[config.mk]
export PLATFORM = sky130hd
export DESIGN_NAME = macTop
export DESIGN_NICKNAME = d
export VERILOG_FILES = /design/src/common/macPkg.sv /design/src/common/macCmdIf.sv /design/src/design/cmdQueue.sv /design/src/design/macTop.sv /design/src/design/macUnit/macCtrlRegs.sv /design/src/design/macUnit/macPipe.sv /design/src/design/regFile/regFileTriple.sv
export VERILOG_INCLUDE_DIRS = /design/src /design/src/common
export SDC_FILE = /design/constraint.sdc
export NUM_CORES = 2
export LEC_CHECK = 0
export BUFFER_PORTS_ARGS = -buffer_cell sky130_fd_sc_hd__buf_2
export CORE_MARGIN = 3
export CORE_UTILIZATION = 55
export CTS_CLUSTER_DIAMETER = 30
export DETAILED_ROUTE_END_ITERATION = 16
export GPL_TIMING_DRIVEN = 0
export PLACE_DENSITY = 0.69
export SLEW_MARGIN = 5
export SYNTH_ARGS = -nofsm -noshare
export SYNTH_HDL_FRONTEND = slang
export SYNTH_SLANG_ARGS = --single-unit
export TNS_END_PERCENT = 20
[constraint.sdc]
create_clock -name clk -period 10.67 [get_ports clk]
set_clock_uncertainty 0.1 [all_clocks]
set_input_delay 1.067 -clock clk [delete_from_list [all_inputs] [get_ports clk]]
set_output_delay 1.067 -clock clk [all_outputs]
set_load 0.02 [all_outputs]
[src/common/mac_config.svh]
`ifndef MAC_CONFIG_SVH
`define MAC_CONFIG_SVH

// register file size.
`define MAC_NUM_REGS 16

// width of one register value.
`define MAC_DATA_WIDTH 16

// command queue entries, equal to the sender's initial credits.
`define MAC_QUEUE_DEPTH 4

`endif

[src/common/macPkg.sv]
`include "mac_config.svh"

package macPkg;

	// index into the register file.
	typedef logic [$clog2(`MAC_NUM_REGS)-1:0] regAddrT;

	// register contents, two's complement.
	typedef logic signed [`MAC_DATA_WIDTH-1:0] dataT;

	typedef enum logic {
		OP_LOAD = 1'b0, // rd <= imm.
		OP_MAC = 1'b1 // rd <= ra * rb +/- rc.
	} opcodeT;

	// what the issue logic does with the queue head this cycle.
	typedef enum logic [1:0] {
		ISSUE_IDLE = 2'd0, // queue empty.
		ISSUE_STALL = 2'd1, // head waits on an in-flight rd.
		ISSUE_GO = 2'd2 // head is popped.
	} issueStateT;

endpackage

[src/common/macCmdIf.sv]
`timescale 1ns/1ps

interface macCmdIf;
	import macPkg::*;

	logic valid; // head entry present.
	logic pop; // head taken by the pipeline.
	opcodeT opcode;
	regAddrT rd;
	regAddrT ra;
	regAddrT rb;
	regAddrT rc;
	dataT imm;

	modport queueSide (
		output valid,
		output opcode,
		output rd, ra, rb, rc,
		output imm,
		input pop
	);

	modport pipeSide (
		input valid,
		input opcode,
		input rd, ra, rb, rc,
		input imm,
		output pop
	);

endinterface

[src/design/cmdQueue.sv]
`timescale 1ns/1ps
`include "mac_config.svh"

module cmdQueue (
	input logic clk,
	input logic rstN,
	input logic cmdValid,
	input macPkg::opcodeT cmdOpcode,
	input macPkg::regAddrT cmdRd,
	input macPkg::regAddrT cmdRa,
	input macPkg::regAddrT cmdRb,
	input macPkg::regAddrT cmdRc,
	input macPkg::dataT cmdImm,
	output logic cmdCredit,
	macCmdIf.queueSide cmd
);
	import macPkg::*;

	localparam int DEPTH = `MAC_QUEUE_DEPTH;
	localparam int PTR_W = (DEPTH > 1) ? $clog2(DEPTH) : 1;
	localparam int CNT_W = $clog2(DEPTH + 1);

	typedef struct packed {
		opcodeT opcode;
		regAddrT rd;
		regAddrT ra;
		regAddrT rb;
		regAddrT rc;
		dataT imm;
	} entryT;

	entryT entries [DEPTH];
	entryT head;
	logic [PTR_W-1:0] wrPtr;
	logic [PTR_W-1:0] rdPtr;
	logic [CNT_W-1:0] count;
	logic push;
	logic pop;

	function automatic logic [PTR_W-1:0] nextPtr(input logic [PTR_W-1:0] ptr);
		return (ptr == PTR_W'(DEPTH - 1)) ? '0 : ptr + 1'b1;
	endfunction

	assign push = cmdValid; // host only sends while holding a credit.
	assign pop = cmd.pop;
	assign head = entries[rdPtr];

	assign cmd.valid = (count != '0);
	assign cmd.opcode = head.opcode;
	assign cmd.rd = head.rd;
	assign cmd.ra = head.ra;
	assign cmd.rb = head.rb;
	assign cmd.rc = head.rc;
	assign cmd.imm = head.imm;

	always_ff @(posedge clk) begin
		if (push)
			entries[wrPtr] <= '{cmdOpcode, cmdRd, cmdRa, cmdRb, cmdRc, cmdImm};
	end

	always_ff @(posedge clk or negedge rstN) begin
		if (!rstN) begin
			wrPtr <= '0;
			rdPtr <= '0;
			count <= '0;
			cmdCredit <= 1'b0;
		end else begin
			if (push)
				wrPtr <= nextPtr(wrPtr);
			if (pop)
				rdPtr <= nextPtr(rdPtr);
			case ({push, pop})
				2'b10: count <= count + 1'b1;
				2'b01: count <= count - 1'b1;
				default: count <= count;
			endcase
			cmdCredit <= pop; // one credit back per entry freed.
		end
	end

	// the host overran its credits.
	assert property (@(posedge clk) disable iff (!rstN)
		push |-> (count < CNT_W'(DEPTH)))
		else $error("command pushed into a full queue");

	assert property (@(posedge clk) disable iff (!rstN)
		pop |-> (count != '0))
		else $error("command popped from an empty queue");

endmodule

[src/design/macTop.sv]
`timescale 1ns/1ps

module macTop (
	input logic clk,
	input logic rstN,
	input logic cmdValid,
	input macPkg::opcodeT cmdOpcode,
	input macPkg::regAddrT cmdRd,
	input macPkg::regAddrT cmdRa,
	input macPkg::regAddrT cmdRb,
	input macPkg::regAddrT cmdRc,
	input macPkg::dataT cmdImm,
	output logic cmdCredit,
	input logic cfgWrite,
	input logic cfgSubtract,
	input logic cfgSaturate,
	output logic resultValid,
	output macPkg::regAddrT resultRd,
	output macPkg::dataT resultData
);
	import macPkg::*;

	macCmdIf cmdBus ();

	logic subtractMode;
	logic saturateMode;
	regAddrT readAddrA;
	regAddrT readAddrB;
	regAddrT readAddrC;
	dataT readDataA;
	dataT readDataB;
	dataT readDataC;
	logic writeEn;
	regAddrT writeAddr;
	dataT writeData;

	cmdQueue uQueue (
		.clk(clk),
		.rstN(rstN),
		.cmdValid(cmdValid),
		.cmdOpcode(cmdOpcode),
		.cmdRd(cmdRd),
		.cmdRa(cmdRa),
		.cmdRb(cmdRb),
		.cmdRc(cmdRc),
		.cmdImm(cmdImm),
		.cmdCredit(cmdCredit),
		.cmd(cmdBus)
	);

	// mode bits sit beside the pipeline.
	macCtrlRegs uCtrl (
		.clk(clk),
		.rstN(rstN),
		.cfgWrite(cfgWrite),
		.cfgSubtract(cfgSubtract),
		.cfgSaturate(cfgSaturate),
		.subtractMode(subtractMode),
		.saturateMode(saturateMode)
	);

	macPipe uPipe (
		.clk(clk),
		.rstN(rstN),
		.cmd(cmdBus),
		.subtractMode(subtractMode),
		.saturateMode(saturateMode),
		.readAddrA(readAddrA),
		.readAddrB(readAddrB),
		.readAddrC(readAddrC),
		.readDataA(readDataA),
		.readDataB(readDataB),
		.readDataC(readDataC),
		.writeEn(writeEn),
		.writeAddr(writeAddr),
		.writeData(writeData),
		.resultValid(resultValid),
		.resultRd(resultRd),
		.resultData(resultData)
	);

	regFileTriple uRegs (
		.clk(clk),
		.rstN(rstN),
		.writeEn(writeEn),
		.writeAddr(writeAddr),
		.writeData(writeData),
		.readAddrA(readAddrA),
		.readAddrB(readAddrB),
		.readAddrC(readAddrC),
		.readDataA(readDataA),
		.readDataB(readDataB),
		.readDataC(readDataC)
	);

endmodule

[src/design/macUnit/macCtrlRegs.sv]
`timescale 1ns/1ps

module macCtrlRegs (
	input logic clk,
	input logic rstN,
	input logic cfgWrite,
	input logic cfgSubtract,
	input logic cfgSaturate,
	output logic subtractMode,
	output logic saturateMode
);

	// host writes both bits at once.
	always_ff @(posedge clk or negedge rstN) begin
		if (!rstN) begin
			subtractMode <= 1'b0;
			saturateMode <= 1'b0;
		end else if (cfgWrite) begin
			subtractMode <= cfgSubtract; // rc is subtracted.
			saturateMode <= cfgSaturate; // clamp instead of wrap.
		end
	end

endmodule

[src/design/macUnit/macPipe.sv]
`timescale 1ns/1ps
`include "mac_config.svh"

module macPipe (
	input logic clk,
	input logic rstN,
	macCmdIf.pipeSide cmd,
	input logic subtractMode,
	input logic saturateMode,
	output macPkg::regAddrT readAddrA,
	output macPkg::regAddrT readAddrB,
	output macPkg::regAddrT readAddrC,
	input macPkg::dataT readDataA,
	input macPkg::dataT readDataB,
	input macPkg::dataT readDataC,
	output logic writeEn,
	output macPkg::regAddrT writeAddr,
	output macPkg::dataT writeData,
	output logic resultValid,
	output macPkg::regAddrT resultRd,
	output macPkg::dataT resultData
);
	import macPkg::*;

	localparam int W = `MAC_DATA_WIDTH;
	localparam dataT SAT_MAX = {1'b0, {(W-1){1'b1}}};
	localparam dataT SAT_MIN = {1'b1, {(W-1){1'b0}}};

	issueStateT issueState;
	logic isMac;
	logic s1Hit;
	logic s2Hit;
	logic hazard;

	logic s1Valid;
	opcodeT s1Op;
	regAddrT s1Rd;
	dataT s1A;
	dataT s1B;
	dataT s1C;
	logic s1Sub;
	logic s1Sat;

	logic s2Valid;
	regAddrT s2Rd;
	dataT s2Data;

	logic signed [2*W-1:0] product;
	logic signed [2*W:0] sum;
	dataT macResult;

	// command names register r as rd, or as a source of a mac.
	function automatic logic headUses(input opcodeT op, input regAddrT rd, input regAddrT ra,
		input regAddrT rb, input regAddrT rc, input regAddrT r);
		return (rd == r) || ((op == OP_MAC) && (ra == r || rb == r || rc == r));
	endfunction

	// operands come straight from the register file.
	assign readAddrA = cmd.ra;
	assign readAddrB = cmd.rb;
	assign readAddrC = cmd.rc;

	// load has no sources, only its rd is compared.
	assign isMac = (cmd.opcode == OP_MAC);
	assign s1Hit = s1Valid && headUses(cmd.opcode, cmd.rd, cmd.ra, cmd.rb, cmd.rc, s1Rd);
	assign s2Hit = s2Valid && headUses(cmd.opcode, cmd.rd, cmd.ra, cmd.rb, cmd.rc, s2Rd);
	assign hazard = s1Hit || s2Hit;

	always_comb begin
		if (!cmd.valid)
			issueState = ISSUE_IDLE;
		else if (hazard)
			issueState = ISSUE_STALL;
		else
			issueState = ISSUE_GO;
	end

	assign cmd.pop = (issueState == ISSUE_GO);

	always_ff @(posedge clk or negedge rstN) begin
		if (!rstN) begin
			s1Valid <= 1'b0;
			s2Valid <= 1'b0;
		end else begin
			s1Valid <= cmd.pop;
			s2Valid <= s1Valid;
		end
	end

	always_ff @(posedge clk) begin
		if (cmd.pop) begin
			s1Op <= cmd.opcode;
			s1Rd <= cmd.rd;
			s1A <= isMac ? readDataA : cmd.imm; // load carries imm in slot a.
			s1B <= readDataB;
			s1C <= readDataC;
			s1Sub <= subtractMode;
			s1Sat <= saturateMode;
		end
		if (s1Valid) begin
			s2Rd <= s1Rd;
			s2Data <= macResult;
		end
	end

	// full precision product, one guard bit for the add.
	always_comb begin
		product = (2*W)'(s1A) * (2*W)'(s1B);
		if (s1Sub)
			sum = (2*W+1)'(product) - (2*W+1)'(s1C);
		else
			sum = (2*W+1)'(product) + (2*W+1)'(s1C);
		if (s1Op == OP_LOAD)
			macResult = s1A;
		else if (s1Sat && sum > (2*W+1)'(SAT_MAX))
			macResult = SAT_MAX;
		else if (s1Sat && sum < (2*W+1)'(SAT_MIN))
			macResult = SAT_MIN;
		else
			macResult = sum[W-1:0]; // wrap.
	end

	assign resultValid = s2Valid;
	assign resultRd = s2Rd;
	assign resultData = s2Data;
	assign writeEn = s2Valid;
	assign writeAddr = s2Rd;
	assign writeData = s2Data;

	// without forwarding, an issue over the rd of either of the last two issues reads stale data.
	assert property (@(posedge clk) disable iff (!rstN)
		cmd.pop |->
			!($past(cmd.pop) &&
				headUses(cmd.opcode, cmd.rd, cmd.ra, cmd.rb, cmd.rc, $past(cmd.rd))) &&
			!($past(cmd.pop, 2) &&
				headUses(cmd.opcode, cmd.rd, cmd.ra, cmd.rb, cmd.rc, $past(cmd.rd, 2))))
		else $error("command issued over a register hazard");

endmodule

[src/design/regFile/regFileTriple.sv]
`timescale 1ns/1ps
`include "mac_config.svh"

module regFileTriple (
	input logic clk,
	input logic rstN,
	input logic writeEn,
	input macPkg::regAddrT writeAddr,
	input macPkg::dataT writeData,
	input macPkg::regAddrT readAddrA,
	input macPkg::regAddrT readAddrB,
	input macPkg::regAddrT readAddrC,
	output macPkg::dataT readDataA,
	output macPkg::dataT readDataB,
	output macPkg::dataT readDataC
);
	import macPkg::*;

	dataT regs [`MAC_NUM_REGS];

	// three independent read ports, no write bypass.
	assign readDataA = regs[readAddrA];
	assign readDataB = regs[readAddrB];
	assign readDataC = regs[readAddrC];

	always_ff @(posedge clk or negedge rstN) begin
		if (!rstN) begin
			regs <= '{default: '0}; // registers read as zero after reset.
		end else if (writeEn) begin
			regs[writeAddr] <= writeData;
		end
	end

	// an unknown address would corrupt an arbitrary register.
	assert property (@(posedge clk) disable iff (!rstN)
		writeEn |-> !$isunknown(writeAddr))
		else $error("register write with unknown address");

endmodule

Word level (Yosys, flattened, before mapping):

Memories as Yosys holds them, arrays and structs flattened.
Index checks and enable logic that the tools add are counted.
W data, S select, Z words.

* $add $sub $neg: 6
* bitwise gates (word level): 4
* $mul: 1
* reduce and logical (&&, ||, !) cells: 16
* $lt $le $gt $ge: 7
* equal/unequal tests: 13
* multiplexer cells: 24

Operators with widths (count)
* $bwmux W256: 1
* $bmux W16 S4: 3
* $mux W16: 11
* $demux W16 S4: 1
* $add A32 B16 Y33: 1
* $gt A33 B16 Y1 const B: 1
* $lt A33 B16 Y1 const B: 1
* $mux W33: 1
* $sub A32 B16 Y33: 1
* $eq A4 B4 Y1: 8
* $mul A16 B16 Y32: 1
* $ge A5 B5 Y1 const B: 4
* $not A4 Y5: 4
* $eq A2 B2 Y1 const B: 4
* $mux W2: 4
* $logic_and A1 B1 Y1: 7
* $logic_or A1 B1 Y1: 7
* $pmux W3 S2: 1
* $lt A5 B1 Y1 const B: 1
* $add A2 B1 Y2 const B: 2
* $add A3 B1 Y3 const B: 1
* $reduce_bool A3 Y1: 1
* $sub A3 B1 Y3 const B: 1
* $eq A2 B1 Y1 const B: 1
* 2 further kinds: 3

* output and inout bits: 22
* input port bits: 39
* register bits after elaboration: 342
* memories: 1
* bits in writable memories: 132

Memory list
* uQueue.entries: words 4, width 33, read ports 1, clocked after memory_dff 0, wr ports 1, line cmdQueue.sv:32 `entryT entries [DEPTH];`

Longest topological paths before layout:

An unclocked memory read counts as a cell.

* depth in word-level cells: 13
* gate-level depth with buffers: 39

By module:

From an unflattened synthesis, not the netlist that was laid out.

* cells, all modules: 2814
* area, all modules: 36164.7 um^2

By module, submodules not included
* macPipe: cells each 1616, seq. area each 2302.2 um^2, area each 15537.4 um^2, instances 1
* regFileTriple: cells each 986, seq. area each 6406.1 um^2, area each 15312.2 um^2, instances 1
* cmdQueue: cells each 208, seq. area each 4164.0 um^2, area each 5242.5 um^2, instances 1
* macCtrlRegs: cells each 4, seq. area each 50.0 um^2, area each 72.6 um^2, instances 1

Least setup slack after synthesis:

OpenSTA, ideal clock, no wires.

* kind: flip-flop to flip-flop
* start: register uPipe.s1A[15]
* end: register uPipe.s2Data[7], in the netlist uPipe.resultData[7] (data pin)
* period minus slack after synthesis: 8.635 ns
* path buffers: 4
* path slack: 2.035 ns
* data arrival time: 8.275 ns
* stages on the path, launching flop included: 36
* required time: 10.309 ns
* path through: edfxtp_1 > clkbuf_1 > nand2_1 > inv_1 > fa_1 > fa_1 > fa_1 > fa_1 > fa_1 > inv_1 > fa_1 > inv_1 > ha_1 > a21oi_1 > o21ai_0 > a22oi_1 > o31ai_2 > o21a_1 > nor2_1 > o21ai_0 > a21o_1 > a21oi_1 > xnor2_1 > ha_1 > clkbuf_1 > o21ai_0 > a31oi_1 > a21boi_1 > xnor2_1 > or4b_1 > nor4_2 > nand3_1 > and4_4 > buf_6 > buf_8 > a221o_1

* word-level cells in the longest chain between the ends: 8
* elaborated cells on any way between the ends: 11
* those cells by class: add/sub (2); mul (1); order compare (2); mux (4); reduce/logical (2)

RTL lines
* from (decl): line macPipe.sv:38 `dataT s1A;`
* from (signal assigned): line macPipe.sv:94 `s1A <= isMac ? readDataA : cmd.imm;`
* $mul A16 B16 Y32 (*): line macPipe.sv:108 `product = (2*W)'(s1A) * (2*W)'(s1B);`
* $add A32 B16 Y33 / $sub A32 B16 Y33 (equally long branches): line macPipe.sv:112, macPipe.sv:110
* $mux W33 (*): line macPipe.sv:109 `if (s1Sub)`
* $lt A33 B16 Y1: line macPipe.sv:117 `else if (s1Sat && sum < (2*W+1)'(SAT_MIN))`
* $logic_and A1 B1 Y1: line macPipe.sv:117
* $mux W16: line macPipe.sv:117
* $mux W16 (*): line macPipe.sv:115 `else if (s1Sat && sum > (2*W+1)'(SAT_MAX))`
* $mux W16 (*): line macPipe.sv:113 `if (s1Op == OP_LOAD)`
* named net uPipe.macResult[7]: line macPipe.sv:50 `dataT macResult;`
* to (signal assigned): line macPipe.sv:102 `s2Data <= macResult;`
* to (decl): line macPipe.sv:46 `dataT s2Data;`

The timed path passes the listed nets; every way through them passes the cells marked *.
A chain may end at the register's enable or synchronous reset.

Worst setup path after layout:

* start: register uPipe.s1A[4]
* end: register uPipe.s2Data[12], in the netlist uPipe.resultData[12] (data pin)

The elaborated chain is that of the path after synthesis.

==> flow_metrics.env <==
export IMPL_synth_area_leader_cell="dfrtp_1"
export IMPL_drive_gt1_share_pct=27.1
export IMPL_core_mm2=0.0638
export IMPL_async_flop_share_pct=56.3
export IMPL_gp_congestion=0.960
export IMPL_vias=24300
export IMPL_crit_fanout=10
export IMPL_maxCapViolCount=0
export IMPL_rsz0062_at_grt="no"
export IMPL_grt_pass1_vias=25800
export IMPL_critPathCaptureType="flip-flop"
export IMPL_syn_nets=3205
export IMPL_path_class="reg -> reg"
export IMPL_slew_headroom_pct=10.3
export IMPL_final_common_cell="inv_1"
export IMPL_ys_types=70
export IMPL_clkSinkCount=474
export IMPL_drt_pass1_iter_count=5
export IMPL_fillCellCount=4800
export IMPL_initial_core_util_pct=56.2
export IMPL_cts_buffers=87
export IMPL_final_hold_viol_count=0
export IMPL_insertion_delay_ps=630
export IMPL_period_share_pct=94.8
export IMPL_ant_nets=0
export IMPL_synth_edff_count=207
export IMPL_synth_area_mm2=0.0358
export IMPL_crit_buf_inv=7
export IMPL_antenna_cells=0
export IMPL_die_area_mm2=0.0683
export IMPL_syn_avg_cell_area_um2=12.9
export IMPL_grt_pass1_wl_um=158000
export IMPL_clkTransAtPathRegs_ps=50
export IMPL_die_w_um=261
export IMPL_grt_overflow_total=0
export IMPL_fmax_mhz=98.9
export IMPL_hold_class="in -> async"
export IMPL_grt_max_degree=99
export IMPL_die_h_um=261
export IMPL_cp_top_family="adder cells"
export IMPL_ys_seq_area_share_pct=36.0
export IMPL_rows=92
export IMPL_yosysWarningCount=0
export IMPL_tritoncts="yes"
export IMPL_wl_um=102000
export IMPL_syn_inst=2779
export IMPL_drc_errors=0
export IMPL_critPathMaxStageDelay_ps=630
export IMPL_cts_root_buf="clkbuf_16"
export IMPL_final_nets=3380
export IMPL_syn_to_final_growth_pct=13.7
export IMPL_slew_viol_final=0
export IMPL_io_buffers=60
export IMPL_start_kind="flip-flop"
export IMPL_dp_hpwl_um=77500
export IMPL_path_common_cell="fa_1"
export IMPL_ys_flop_type="dfrtp_1"
export IMPL_fin_crit_ps=10120
export IMPL_tightest_slew_ps=1350
export IMPL_synth_top_cell_area_share_pct=18.6
export IMPL_final_setup_tns_ps=0
export IMPL_synth_seq_cells=474
export IMPL_finalSetupViolCount=0
export IMPL_grt_usage_pct=30.9
export IMPL_yosys_top_cells_area="dfrtp_1 (19%), edfxtp_1 (17%), mux4_2 (15%)"
export IMPL_initialDrtViolationCount=2273
export IMPL_viasPerCell=6.28
export IMPL_ios=61
export IMPL_required_ps=10930
export IMPL_ctsHtreeMaxLevel=3
export IMPL_wire_per_inst_um=26.4
export IMPL_mostFrequentLayoutCells="inv_1 (310), mux2_2 (274), dfrtp_1 (267)"
export IMPL_cp_arrival_ps=10370
export IMPL_critPathSlowestCell="edfxtp_1"
export IMPL_antenna_found_initial=0
export IMPL_status="finished, final reports clean"
export IMPL_cts_buffer_depth=3
## layout make-up
class	count	area [um^2]	area share, %
Multi-Input combinational cell	1832	21100	51.8
Clock buffer	95	2260	5.54
Sequential cell	474	12900	31.7
Clock inverter	68	911	2.24
Timing Repair Buffer	86	638	1.57
Buffer	162	701	1.72
Inverter	311	1170	2.87
Tap cell	846	1060	2.60
## registers in the layout, summed over array words and instances, names as in the netlist
signal	flops
uPipe.resultRd	4
uCtrl.saturateMode	1
uCtrl.subtractMode	1
uPipe.s1C	16
uQueue.count	3
uPipe.s1Sub	1
uPipe.resultValid	1
uPipe.s1Valid	1
uPipe.s1Op	1
uPipe.resultData	16
uPipe.s1Sat	1
uQueue.rdPtr	2
uQueue.entries	132
uPipe.s1B	16
uPipe.s1Rd	4
uQueue.wrPtr	2
uPipe.s1A	16
uRegs.regs	256
## final timing paths
check | endpoint | start | cells past startpoint | slack (ps)
min in group clk | uPipe.s1Sub | uCtrl.subtractMode | 0 | 350
setup / recovery | uPipe.resultData[12] | uPipe.s1A[4] | 35 | 550
hold reg to reg | uPipe.s1Sub | uCtrl.subtractMode | 0 | 350
hold / removal | uRegs.regs[129] | rstN | 1 | 300
max in group asynchronous | uCtrl.subtractMode | rstN | 3 | 8740
setup reg to reg | uPipe.resultData[12] | uPipe.s1A[4] | 35 | 550
## metrics by stage
stage	hold slack [ps]	setup WS, ps	instances	instance area, um^2	util, %
global route	356	10.5	3874	40700	63.9
finish	303	554	3874	40700	63.9
CTS	331	209	3855	40600	63.6
floorplan	321	2030	2779	35800	-
global placement	330	346	3685	37200	58.3
detailed placement	340	302	3692	37400	58.6
## cells by family (layout without fill, tap and decap cells)
kind of cell	count (synthesis)	count (layout)	synth area share (%)
AOI/OAI and AO/OA	292	292	5.45
xor gates and xnor gates	109	109	2.66
adders and majority gates	387	387	19.0
buffers and inverters	473	722	5.15
DFF	474	474	36.0
muxes	551	551	24.8
and+or+nand+nor	493	493	6.94
## metal layers
metal / GRT usage [%] / part of all wire (%)
met1: 40.7 / 39
met2: 50.5 / 49
met3: 5.63 / 8.0
met4: 14.3 / 4.8
met5: 0 / 0
## synthesized netlist by cell type (5+ instances only)
library cell / count
a211oi_1: 42
a21o_1: 21
a21oi_1: 107
a221o_1: 17
a31oi_1: 6
and2_1: 131
and3_1: 7
buf_1: 24
buf_2: 18
clkbuf_1: 111
dfrtp_1: 267
edfxtp_1: 207
fa_1: 264
ha_1: 123
inv_1: 311
mux2_2: 274
mux2i_1: 36
mux4_2: 241
nand2_1: 167
nand2b_1: 18
nand3_1: 16
nor2_1: 72
nor2b_1: 37
nor3_1: 11
nor3b_1: 5
nor4_1: 7
o21a_1: 13
o21ai_0: 33
o21bai_1: 9
o41ai_1: 5
or3_1: 5
xnor2_1: 69
xor2_1: 40
## what timing repair did
action,in CTS,in global routing
setup endpoints to repair,0,16
hold buffers,0,0
buffers inserted,0,19
resized for setup,0,35
Power is not shown: default switching activity piles up to over one toggle a cycle in this logic, so the estimate is an artifact.
